File: config.mk
export PLATFORM = sky130hd
export DESIGN_NAME = merge_data_engine
export DESIGN_NICKNAME = d
export VERILOG_FILES = /design/src/common/merge_pkg.sv /design/src/hw/merge_fifo.sv /design/src/merge_engine/merge_count_timer.sv /design/src/merge_engine/merge_data_path.sv /design/src/merge_engine/merge_control_fsm.sv /design/src/hw/merge_data_engine.sv
export SDC_FILE = /design/constraint.sdc
export NUM_CORES = 2
export LEC_CHECK = 0
export BUFFER_PORTS_ARGS = -buffer_cell sky130_fd_sc_hd__buf_4
export CAP_MARGIN = 20
export CORE_MARGIN = 10
export CORE_UTILIZATION = 30
export DETAILED_ROUTE_END_ITERATION = 16
export SETUP_SLACK_MARGIN = 0.3
export SYNTH_ARGS = -nofsm -noshare
export SYNTH_HDL_FRONTEND = slang
export SYNTH_SLANG_ARGS = --single-unit
File: constraint.sdc
create_clock -name ap_clk -period 4.05 [get_ports ap_clk]
set_input_delay 0.405 -clock ap_clk [delete_from_list [all_inputs] [get_ports ap_clk]]
set_output_delay 0.405 -clock ap_clk [all_outputs]
set_load 0.005 [all_outputs]
File: src/common/merge_pkg.sv
// Shared definitions for the merge-data engine
// Widths, FIFO sizing, operation codes, config word fields and FSM states

package merge_pkg;

    // ------------------------------------------------------------------------
    // Sizes
    // ------------------------------------------------------------------------
    localparam int num_lanes   = 2;
    localparam int word_width  = 32;
    localparam int count_width = 16;
    localparam int op_width    = 2;

    // FIFO sizing with prog_full headroom for words in flight
    localparam int fifo_depth  = 16;
    localparam int prog_thresh = 12;

    // ------------------------------------------------------------------------
    // Types
    // ------------------------------------------------------------------------
    typedef logic [word_width-1:0]  lane_data_t;
    typedef logic [word_width-1:0]  merge_word_t;
    typedef logic [count_width-1:0] merge_count_t;
    typedef logic [op_width-1:0]    merge_op_t;

    // Merge operation codes (2 and 3 fall back to pack)
    localparam merge_op_t op_pack = 2'd0;
    localparam merge_op_t op_sum  = 2'd1;

    // Config word layout
    localparam int cfg_count_lsb = 0;
    localparam int cfg_op_lsb    = 16;

    // Job FSM
    typedef enum logic [1:0] {
        st_idle,
        st_config,
        st_merge,
        st_done
    } merge_state_e;

endpackage

File: src/hw/merge_fifo.sv
// Synchronous show-ahead FIFO
// Circular buffer with occupancy counter, empty and programmable-full flags

module merge_fifo #(
    parameter int depth  = merge_pkg::fifo_depth,
    parameter int width  = $bits(merge_pkg::merge_word_t),
    parameter int thresh = merge_pkg::prog_thresh
) (
    input  logic             ap_clk,
    input  logic             areset_csr_engine,
    input  logic             wr_en,
    input  logic [width-1:0] din,
    input  logic             rd_en,
    output logic [width-1:0] dout,
    output logic             empty,
    output logic             prog_full
);

    localparam int ptr_width  = (depth > 1) ? $clog2(depth) : 1;
    localparam int fill_width = $clog2(depth + 1);

    logic [width-1:0]      mem [depth];
    logic [ptr_width-1:0]  wr_ptr;
    logic [ptr_width-1:0]  rd_ptr;
    logic [fill_width-1:0] fill;
    logic                  full;

    // ------------------------------------------------------------------------
    // Storage
    // ------------------------------------------------------------------------
    always_ff @(posedge ap_clk) begin
        if (wr_en) begin
            mem[wr_ptr] <= din;
        end
    end

    // Head of queue is always visible
    assign dout = mem[rd_ptr];

    // ------------------------------------------------------------------------
    // Pointers and occupancy
    // ------------------------------------------------------------------------
    always_ff @(posedge ap_clk) begin
        if (areset_csr_engine) begin
            wr_ptr <= '0;
            rd_ptr <= '0;
            fill   <= '0;
        end else begin
            if (wr_en) begin
                wr_ptr <= (wr_ptr == ptr_width'(depth - 1)) ? '0 : wr_ptr + 1'b1;
            end
            if (rd_en) begin
                rd_ptr <= (rd_ptr == ptr_width'(depth - 1)) ? '0 : rd_ptr + 1'b1;
            end
            case ({wr_en, rd_en})
                2'b10:   fill <= fill + 1'b1;
                2'b01:   fill <= fill - 1'b1;
                default: fill <= fill;
            endcase
        end
    end

    assign empty     = (fill == '0);
    assign full      = (fill == fill_width'(depth));
    assign prog_full = (fill >= fill_width'(thresh));

    // Writers are expected to honour prog_full well before the last slot
    assert property (@(posedge ap_clk) disable iff (areset_csr_engine)
        full |-> !wr_en)
        else $error("merge_fifo: write while full");

    assert property (@(posedge ap_clk) disable iff (areset_csr_engine)
        empty |-> !rd_en)
        else $error("merge_fifo: read while empty");

endmodule

File: src/merge_engine/merge_count_timer.sv
// Remaining-packet down-counter
// Loaded per job, decremented per fire, flags last item and zero

module merge_count_timer (
    input  logic                    ap_clk,
    input  logic                    areset_csr_engine,
    input  logic                    load,
    input  merge_pkg::merge_count_t count,
    input  logic                    merge_fire,
    output logic                    last_item,
    output logic                    count_zero
);
    import merge_pkg::*;

    merge_count_t remaining;

    always_ff @(posedge ap_clk) begin
        if (areset_csr_engine) begin
            remaining <= '0;
        end else if (load) begin
            remaining <= count;
        end else if (merge_fire) begin
            remaining <= remaining - 1'b1;
        end
    end

    assign last_item  = (remaining == merge_count_t'(1));
    assign count_zero = (remaining == '0);

    // FSM gating must stop the data path before the count runs out
    assert property (@(posedge ap_clk) disable iff (areset_csr_engine)
        merge_fire |-> !count_zero)
        else $error("merge_count_timer: fire with count at zero");

endmodule

File: src/merge_engine/merge_data_path.sv
// Merge data path
// Fire decision, lane pops, pack or sum of the lane words and the
// result register that feeds the output FIFO

module merge_data_path (
    input  logic                   ap_clk,
    input  logic                   areset_csr_engine,
    input  logic                   merge_en,
    input  merge_pkg::merge_op_t   op,
    input  merge_pkg::lane_data_t  lane0_data,
    input  merge_pkg::lane_data_t  lane1_data,
    input  logic                   lane0_empty,
    input  logic                   lane1_empty,
    input  logic                   req_prog_full,
    output logic                   lane_pop,
    output logic                   merge_fire,
    output logic                   result_valid,
    output merge_pkg::merge_word_t result_data,
    output logic                   result_pending
);
    import merge_pkg::*;

    logic [num_lanes-1:0] lane_avail;
    merge_word_t          pack_word;
    merge_word_t          merged;

    // ------------------------------------------------------------------------
    // Fire when every lane has a word and the output has room
    // ------------------------------------------------------------------------
    assign lane_avail = {~lane1_empty, ~lane0_empty};
    assign merge_fire = merge_en && (&lane_avail) && !req_prog_full;
    assign lane_pop   = merge_fire;

    // Lane 1 low half on top
    assign pack_word = {lane1_data[15:0], lane0_data[15:0]};

    always_comb begin
        case (op)
            op_sum:  merged = lane0_data + lane1_data;
            op_pack: merged = pack_word;
            default: merged = pack_word;
        endcase
    end

    // ------------------------------------------------------------------------
    // Result register pushed into the output FIFO on the next cycle
    // ------------------------------------------------------------------------
    always_ff @(posedge ap_clk) begin
        if (areset_csr_engine) begin
            result_valid <= 1'b0;
        end else begin
            result_valid <= merge_fire;
        end
    end

    always_ff @(posedge ap_clk) begin
        if (merge_fire) begin
            result_data <= merged;
        end
    end

    // A registered result is still on its way to the FIFO
    assign result_pending = result_valid;

    assert property (@(posedge ap_clk) disable iff (areset_csr_engine)
        lane_pop |-> !$isunknown({op, lane0_data, lane1_data}))
        else $error("merge_data_path: pop with an unknown operation or lane word");

endmodule

File: src/merge_engine/merge_control_fsm.sv
// Job FSM for the merge engine
// Takes the config word, loads the count timer, gates merging and
// raises done after the last result has reached the output FIFO

module merge_control_fsm (
    input  logic                    ap_clk,
    input  logic                    areset_csr_engine,
    input  logic                    start,
    input  logic                    cfg_empty,
    input  merge_pkg::merge_word_t  cfg_word,
    output logic                    cfg_pop,
    output logic                    load,
    output merge_pkg::merge_count_t count,
    output merge_pkg::merge_op_t    op,
    output logic                    merge_en,
    input  logic                    count_zero,
    input  logic                    last_item,
    input  logic                    merge_fire,
    input  logic                    result_pending,
    output logic                    done
);
    import merge_pkg::*;

    merge_state_e state;
    merge_state_e state_next;

    // Config FIFO is show-ahead, so the fields are valid in the pop cycle
    assign cfg_pop  = (state == st_config) && !cfg_empty;
    assign load     = cfg_pop;
    assign count    = cfg_word[cfg_count_lsb +: count_width];
    assign merge_en = (state == st_merge) && !count_zero;

    // ------------------------------------------------------------------------
    // Next state
    // ------------------------------------------------------------------------
    always_comb begin
        state_next = state;
        case (state)
            st_idle: begin
                if (start) begin
                    state_next = st_config;
                end
            end
            st_config: begin
                if (cfg_pop) begin
                    state_next = st_merge;
                end
            end
            st_merge: begin
                // Zero-length job leaves straight away
                if (count_zero || (merge_fire && last_item)) begin
                    state_next = st_done;
                end
            end
            st_done: begin
                if (!result_pending) begin
                    state_next = st_idle;
                end
            end
            default: state_next = st_idle;
        endcase
    end

    always_ff @(posedge ap_clk) begin
        if (areset_csr_engine) begin
            state <= st_idle;
            done  <= 1'b0;
        end else begin
            state <= state_next;
            if ((state == st_idle) && start) begin
                done <= 1'b0;
            end else if ((state == st_done) && !result_pending) begin
                done <= 1'b1;
            end
        end
    end

    // Operation held for the whole job
    always_ff @(posedge ap_clk) begin
        if (cfg_pop) begin
            op <= cfg_word[cfg_op_lsb +: op_width];
        end
    end

    assert property (@(posedge ap_clk) disable iff (areset_csr_engine)
        cfg_pop |-> !done)
        else $error("merge_control_fsm: config pop while done is high");

endmodule

File: src/hw/merge_data_engine.sv
// Merge-data engine top level
// Two lane FIFOs, config FIFO, output request FIFO, job FSM, count timer
// and merge data path

module merge_data_engine (
    input  logic                   ap_clk,
    input  logic                   areset_csr_engine,
    input  logic                   lane_valid_0,
    input  merge_pkg::lane_data_t  lane_data_0,
    output logic                   lane_ready_0,
    input  logic                   lane_valid_1,
    input  merge_pkg::lane_data_t  lane_data_1,
    output logic                   lane_ready_1,
    input  logic                   mem_valid,
    input  merge_pkg::merge_word_t mem_data,
    output logic                   mem_ready,
    output logic                   request_valid,
    output merge_pkg::merge_word_t request_data,
    input  logic                   request_ready,
    input  logic                   start,
    output logic                   done
);
    import merge_pkg::*;

    lane_data_t   lane0_dout;
    lane_data_t   lane1_dout;
    logic         lane0_empty;
    logic         lane1_empty;
    logic         lane0_prog_full;
    logic         lane1_prog_full;
    logic         lane_pop;
    merge_word_t  cfg_word;
    logic         cfg_empty;
    logic         cfg_prog_full;
    logic         cfg_pop;
    logic         req_empty;
    logic         req_prog_full;
    logic         req_pop;
    logic         load;
    merge_count_t count;
    merge_op_t    op;
    logic         merge_en;
    logic         merge_fire;
    logic         last_item;
    logic         count_zero;
    logic         result_valid;
    merge_word_t  result_data;
    logic         result_pending;

    // ------------------------------------------------------------------------
    // Input and output FIFOs
    // ------------------------------------------------------------------------
    merge_fifo #(.depth(fifo_depth), .width($bits(lane_data_t)), .thresh(prog_thresh))
    u_lane0_fifo (
        .ap_clk(ap_clk), .areset_csr_engine(areset_csr_engine),
        .wr_en(lane_valid_0), .din(lane_data_0),
        .rd_en(lane_pop), .dout(lane0_dout), .empty(lane0_empty), .prog_full(lane0_prog_full)
    );

    merge_fifo #(.depth(fifo_depth), .width($bits(lane_data_t)), .thresh(prog_thresh))
    u_lane1_fifo (
        .ap_clk(ap_clk), .areset_csr_engine(areset_csr_engine),
        .wr_en(lane_valid_1), .din(lane_data_1),
        .rd_en(lane_pop), .dout(lane1_dout), .empty(lane1_empty), .prog_full(lane1_prog_full)
    );

    merge_fifo #(.depth(fifo_depth), .width($bits(merge_word_t)), .thresh(prog_thresh))
    u_mem_fifo (
        .ap_clk(ap_clk), .areset_csr_engine(areset_csr_engine),
        .wr_en(mem_valid), .din(mem_data),
        .rd_en(cfg_pop), .dout(cfg_word), .empty(cfg_empty), .prog_full(cfg_prog_full)
    );

    merge_fifo #(.depth(fifo_depth), .width($bits(merge_word_t)), .thresh(prog_thresh))
    u_req_fifo (
        .ap_clk(ap_clk), .areset_csr_engine(areset_csr_engine),
        .wr_en(result_valid), .din(result_data),
        .rd_en(req_pop), .dout(request_data), .empty(req_empty), .prog_full(req_prog_full)
    );

    assign lane_ready_0  = ~lane0_prog_full;
    assign lane_ready_1  = ~lane1_prog_full;
    assign mem_ready     = ~cfg_prog_full;
    assign request_valid = ~req_empty;
    assign req_pop       = request_valid & request_ready;

    // ------------------------------------------------------------------------
    // Merge block
    // ------------------------------------------------------------------------
    merge_control_fsm u_control_fsm (
        .ap_clk(ap_clk), .areset_csr_engine(areset_csr_engine),
        .start(start), .cfg_empty(cfg_empty), .cfg_word(cfg_word), .cfg_pop(cfg_pop),
        .load(load), .count(count), .op(op), .merge_en(merge_en),
        .count_zero(count_zero), .last_item(last_item), .merge_fire(merge_fire),
        .result_pending(result_pending), .done(done)
    );

    merge_count_timer u_count_timer (
        .ap_clk(ap_clk), .areset_csr_engine(areset_csr_engine),
        .load(load), .count(count), .merge_fire(merge_fire),
        .last_item(last_item), .count_zero(count_zero)
    );

    merge_data_path u_data_path (
        .ap_clk(ap_clk), .areset_csr_engine(areset_csr_engine),
        .merge_en(merge_en), .op(op),
        .lane0_data(lane0_dout), .lane1_data(lane1_dout),
        .lane0_empty(lane0_empty), .lane1_empty(lane1_empty), .req_prog_full(req_prog_full),
        .lane_pop(lane_pop), .merge_fire(merge_fire),
        .result_valid(result_valid), .result_data(result_data),
        .result_pending(result_pending)
    );

endmodule

Yosys cells after proc, flatten, opt, wreduce, memory -nomap -nowiden
Memories as Yosys holds them, arrays and structs flattened. A register that Yosys moved wholly into a read port is not among the register bits.
Cells that the tools add are included.
Widths: inputs -> output; s select.
{"block": "classes", "eq_ne": 25, "n_reduce_logical": 26, "addsub": 18, "n_bitwise": 7, "n_mux": 36, "order_cmp": 4}
{"operator": "$mux 4", "count": 16}
{"operator": "$pmux 5 s2", "count": 4}
{"operator": "$add 32x32->32", "count": 1}
{"operator": "$add 4x1->4 const B", "count": 8}
{"operator": "$eq 4x4->1 const B", "count": 8}
{"operator": "$mux 16", "count": 2}
{"operator": "$mux 32", "count": 1}
{"operator": "$add 5x1->5 const B", "count": 4}
{"operator": "$ge 5x4->1 const B", "count": 4}
{"operator": "$logic_not 5->1", "count": 4}
{"operator": "$sub 5x1->5 const B", "count": 4}
{"operator": "$eq 16x1->1 const B", "count": 1}
{"operator": "$logic_not 16->1", "count": 1}
{"operator": "$sub 16x1->16 const B", "count": 1}
{"operator": "$eq 2x1->1 const B", "count": 6}
{"operator": "$eq 2x2->1 const B", "count": 6}
{"operator": "$reduce_bool 2->1", "count": 5}
{"operator": "$mux 1", "count": 8}
{"operator": "$mux 2", "count": 4}
{"operator": "$ne 2x2->1 const B", "count": 4}
{"operator": "$pmux 2 s4", "count": 1}
{"operator": "$logic_and 1x1->1", "count": 7}
{"operator": "$not 1->1", "count": 6}
{"operator": "$logic_not 1->1", "count": 4}
{"operator": "6 further kinds", "count": 6}
{"block": "totals", "inputBits": 103, "wordCells": 138, "regBits": 106, "out_inout_bits": 37, "mem_count": 4, "ramBits": 2048}
{"memory": "u_lane0_fifo.mem", "depth": 16, "width": 32, "read_ports": 1, "rd_ports_with_merged_regs": 1, "wr": 1, "line": "merge_fifo.sv:22", "text": "logic [width-1:0] mem [depth];"}
{"memory": "u_lane1_fifo.mem", "depth": 16, "width": 32, "read_ports": 1, "rd_ports_with_merged_regs": 1, "wr": 1, "line": "merge_fifo.sv:22"}
{"memory": "u_mem_fifo.mem", "depth": 16, "width": 32, "read_ports": 1, "rd_ports_with_merged_regs": 1, "wr": 1, "line": "merge_fifo.sv:22"}
{"memory": "u_req_fifo.mem", "depth": 16, "width": 32, "read_ports": 1, "rd_ports_with_merged_regs": 1, "wr": 1, "line": "merge_fifo.sv:22"}

Depth between registers and ports, before layout
{"block": "logic_depth", "depth_word": 9, "mapped_depth": 14, "depth_no_buf": 13}

Hierarchy
From an unflattened synthesis, not the netlist that was laid out.
{"block": "unflattened", "cells_unflattened": 4172, "hier_area_um2": 85115.4}
{"module": "merge_fifo", "instances": 4, "area_per_inst_um2": 20100.5, "cells_each": 904, "seq_area_each_um2": 15715.1}
{"module": "merge_data_path", "instances": 1, "area_per_inst_um2": 3263.1, "cells_each": 384, "seq_area_each_um2": 980.9}
{"module": "merge_count_timer", "instances": 1, "area_per_inst_um2": 1024.7, "cells_each": 124, "seq_area_each_um2": 320.3}
{"module": "merge_control_fsm", "instances": 1, "area_per_inst_um2": 404.1, "cells_each": 43, "seq_area_each_um2": 120.1}
{"module": "merge_data_engine", "instances": 1, "area_per_inst_um2": 21.3, "cells_each": 5, "seq_area_each_um2": 0.0}

Worst setup path before layout
OpenSTA, ideal clock, no wires.
{"block": "synth_timing", "kind": "reg2reg", "from": "reg (tool-made name)", "to": "reg u_data_path.result_data[22], data pin", "t_arrival_ns": 3.900, "slack_ns": -0.110, "path_stages_with_launch": 14, "t_required_ns": 3.790, "synth_period_minus_slack_ns": 4.160, "path_cell_list": "dfxtp_1 > buf_4 > buf_2 > mux4_2 > mux4_2 > ha_1 > fa_1 > a211oi_1 > o21ai_1 > a21oi_1 > a211oi_1 > nor2_1 > xnor2_1 > mux2_2"}
{"element": "end signal, assigned", "line": "merge_data_path.sv:58", "text": "result_data <= merged;"}
{"element": "end, declared", "line": "merge_data_path.sv:18", "text": "output merge_pkg::merge_word_t result_data,"}

==> flow_summary.toml <==
[outcome]
status = "completed"

[global_routing]
grt.overflow.total = 0
grt.total_usage_pct = 12.9
grt_pass1_vias = 37400
grt_max_degree = 70
antenna_found_initial = 38
grt_pass1_wl_um = 262000

[critical_path]
max_stage_delay_ns = 0.59
path_delay_family = "multiplexers"
crit_path_frequent_cell = "mux4_2"
worst_r2r_endpoint = "u_data_path.result_data[28]"
cp.arrival_ns = 4.53
ff2ff_setup_slack_ns = 0.11
required_ns = 4.64
critical_path_class = "reg -> reg"
cp-end-kind = "flop"
crit_path_start_kind = "flop"
crit_chain = "buf_12 -> mux4_2 -> mux4_2 -> ha_4 -> fa_2 -> a211oi_4 -> o21ai_2 -> nand4b_1 -> o211ai_1 -> buf_4 -> buf_6 -> a32oi_2 -> mux2i_1 -> nand2_1"
rr_worst_depth = 14
crit_fanout = 8
path_buf_inv = 3
cpMaxStageDelayCell = "mux4_2"

[placement]
hpwl_um = 108000
port_buffers = 125
gp_congestion = 0.779
dpl_cell_area_um2 = 82600

[sta]
tightest_slew_ns = 0.981
hold_viol = 0
rsz0062_at_grt = "yes"
setup_violations = 0
maxSlewHeadroom_pct = 34.6
fin_crit_ns = 3.94
finalCritPeriodShare_pct = 97.2
timing.fmax_mhz = 254
drv_slew = 0
worst_clock_skew_ns = 0.0610

[power_and_ir_drop]
peakVddDrop_mv = 0.325
total_power_mw = 44.5
p_leak_nw = 28.4
power.density_nw_per_um2 = 486

[yosys]
ys_warn_count = 0
synth.distinct_cells = 62
synth_area_um2 = 76000
synth_cells = 3444
ys_ff_latch = 1946
ys_seq_area_share_pct = 75.7
syn_area_per_cell_um2 = 22.1
syn-num-nets = 3626
async_flop_share_pct = 0
synth-edff-count = 1858
synth_ff_type = "edfxtp_1"

[floorplan]
ios = 140
dieArea_um2 = 274000
die_x_um = 523
start_util_pct = 30.2
fp.dieH_um = 523
rows = 184
core-area_um2 = 252000

[detailed_routing]
ant_nets = 0
drt_iter0_drc = 3662
dr_total_vias = 36400
firstDrtPassIters = 5
wl_per_cell_um = 24.3
post-route-drc-count = 0
viasPerCell = 4.86
wl_um = 182000

[clocking]
cts.reportedPaths.clkPinSlew_ns = 0.06
cts_made_buffers = 193
cts_tree = "built"
root_buffer = "clkbuf_16"
cts_buffer_depth = 3
cts.sinks = 1946
cts-htree-levels = 4
clkLatencyLatePin_ns = 0.85

[cells_and_area]
final_cell_mix = "edfxtp_1 (1858), mux4_2 (567), buf_4 (329)"
drive_gt1_share_pct = 34.7
syn2layout_area_growth_pct = 20.3
nNetsFinal = 4148
final_common_cell = "edfxtp_1"
stdcell_area_um2 = 91500

[flow_run]
cap_viol_max_count = 0

[worst_hold_path]
hold_start = "areset_csr_engine"
min_to = "u_mem_fifo.wr_ptr[1]"
hold_depth = 2
min_path_type = "in -> reg"
-- metrics by stage --
step	setup WS [ns]	setup TNS, ns	util (%)	hold slack [ns]	instances
floorplan	0.291	0	-	0.466	3444
global placement	-0.0789	-0.103	32.8	0.482	6961
detailed placement	-0.0875	-0.116	32.8	0.493	6961
CTS	0.0909	0	35.9	0.145	7423
global route	-0.0186	-0.0445	36.3	0.185	7484
finish	0.112	0	36.3	0.151	7488
-- flip-flops by register name (all words and copies together) (netlist names), 2 cells and up, named ones only --
name and flops:
u_lane0_fifo.mem 512, u_lane1_fifo.mem 512, u_req_fifo.mem 512, u_mem_fifo.mem 288, u_data_path.result_data 32, u_count_timer.remaining 16, u_lane0_fifo.fill 5, u_lane1_fifo.fill 5
u_mem_fifo.fill 5, u_req_fifo.fill 5, u_lane0_fifo.rd_ptr 4, u_lane0_fifo.wr_ptr 4, u_lane1_fifo.rd_ptr 4, u_lane1_fifo.wr_ptr 4, u_mem_fifo.rd_ptr 4, u_mem_fifo.wr_ptr 4
u_req_fifo.rd_ptr 4, u_req_fifo.wr_ptr 4, u_control_fsm.op 2, u_control_fsm.state 2
-- final cells by class --
cell class              count  area, µm²
repair buffers            487       4770
diodes                      8       20.0
inverters                  42        158
multi-input cells        1296      18400
flip-flops and latches   1946      57600
clock inverters           128       1330
well taps                3348       4190
clock buffers             233       5030
fillers                 22900     160000
-- worst register-to-register path, cell delays in order (launching register included) --
cell      delay, ns
dfxtp_4        0.46
buf_12         0.17
mux4_2         0.52
mux4_2         0.59
ha_4           0.22
fa_2           0.37
a211oi_4       0.25
o21ai_2        0.11
nand4b_1       0.13
o211ai_1       0.10
buf_4          0.17
buf_6          0.11
a32oi_2        0.21
mux2i_1        0.21
nand2_1        0.08
-- metal layers --
metal	global-route usage, %	part of all wire (%)	wire length [µm]	vias up
met5	0	0.099	180	-
met4	3.58	2.2	4080	30
met3	2.58	5.5	9960	279
met2	21.0	49	88800	976
met1	17.7	43	78900	19600
li1	-	-	-	15600
-- worst max-delay path by stage --
stage / from / endpoint / slack (ns) / cells after the start
floorplan: flop / u_data_path.result_data[22] / 0.29 / 13
CTS: flop / u_data_path.result_data[24] / 0.09 / 13
finish: flop / u_data_path.result_data[28] / 0.11 / 14
global route: flop / u_data_path.result_data[24] / -0.02 / 13
detailed placement: flop / u_data_path.result_data[29] / -0.09 / 13
global placement: flop / u_data_path.result_data[29] / -0.08 / 13
-- Yosys cell counts (all sizes together), types with 13 or more instances --
library cell | count | area (µm²)
inv | 42 | 158
dfxtp | 88 | 1760
nor2 | 81 | 304
ha | 74 | 926
xnor2 | 27 | 236
a21oi | 88 | 440
mux4 | 567 | 12800
xor2 | 38 | 333
nor3 | 21 | 116
edfxtp | 1858 | 55800
buf | 71 | 355
nand2 | 91 | 342
nand3 | 13 | 70.1
a21o | 20 | 150
mux2i | 18 | 180
o21ai | 52 | 260
a211oi | 17 | 133
and2 | 68 | 425
clkbuf | 89 | 334
-- what timing repair did --
action,in CTS,in global routing
setup buffers,14,47
gates cloned,1,10
hold endpoints to repair,1325,0
pin swaps,20,50
hold buffers,86,0
endpoints found under the setup margin,33,23
resized for setup,56,95
-- power by group --
| part | switching (mW) | total, mW | internal, mW |
|---|---|---|---|
| registers | 0.273 | 22.6 | 22.3 |
| clock network | 7.81 | 17.8 | 9.99 |
| logic | 2.16 | 4.09 | 1.93 |
| total | 10.2 | 44.5 | 34.2 |
-- logic make-up after synthesis --
logic type	after synthesis	share of synthesized area [%]
adder cells (fa/ha/maj)	79	1.35
flip-flops	1946	75.7
buffers and inverters	202	1.11
XOR/XNOR	65	0.749
multiplexers	588	17.1
AND/OR/NAND/NOR	336	2.21
AO/OA/AOI/OAI	228	1.82
Power figures use the tool's default switching activity.
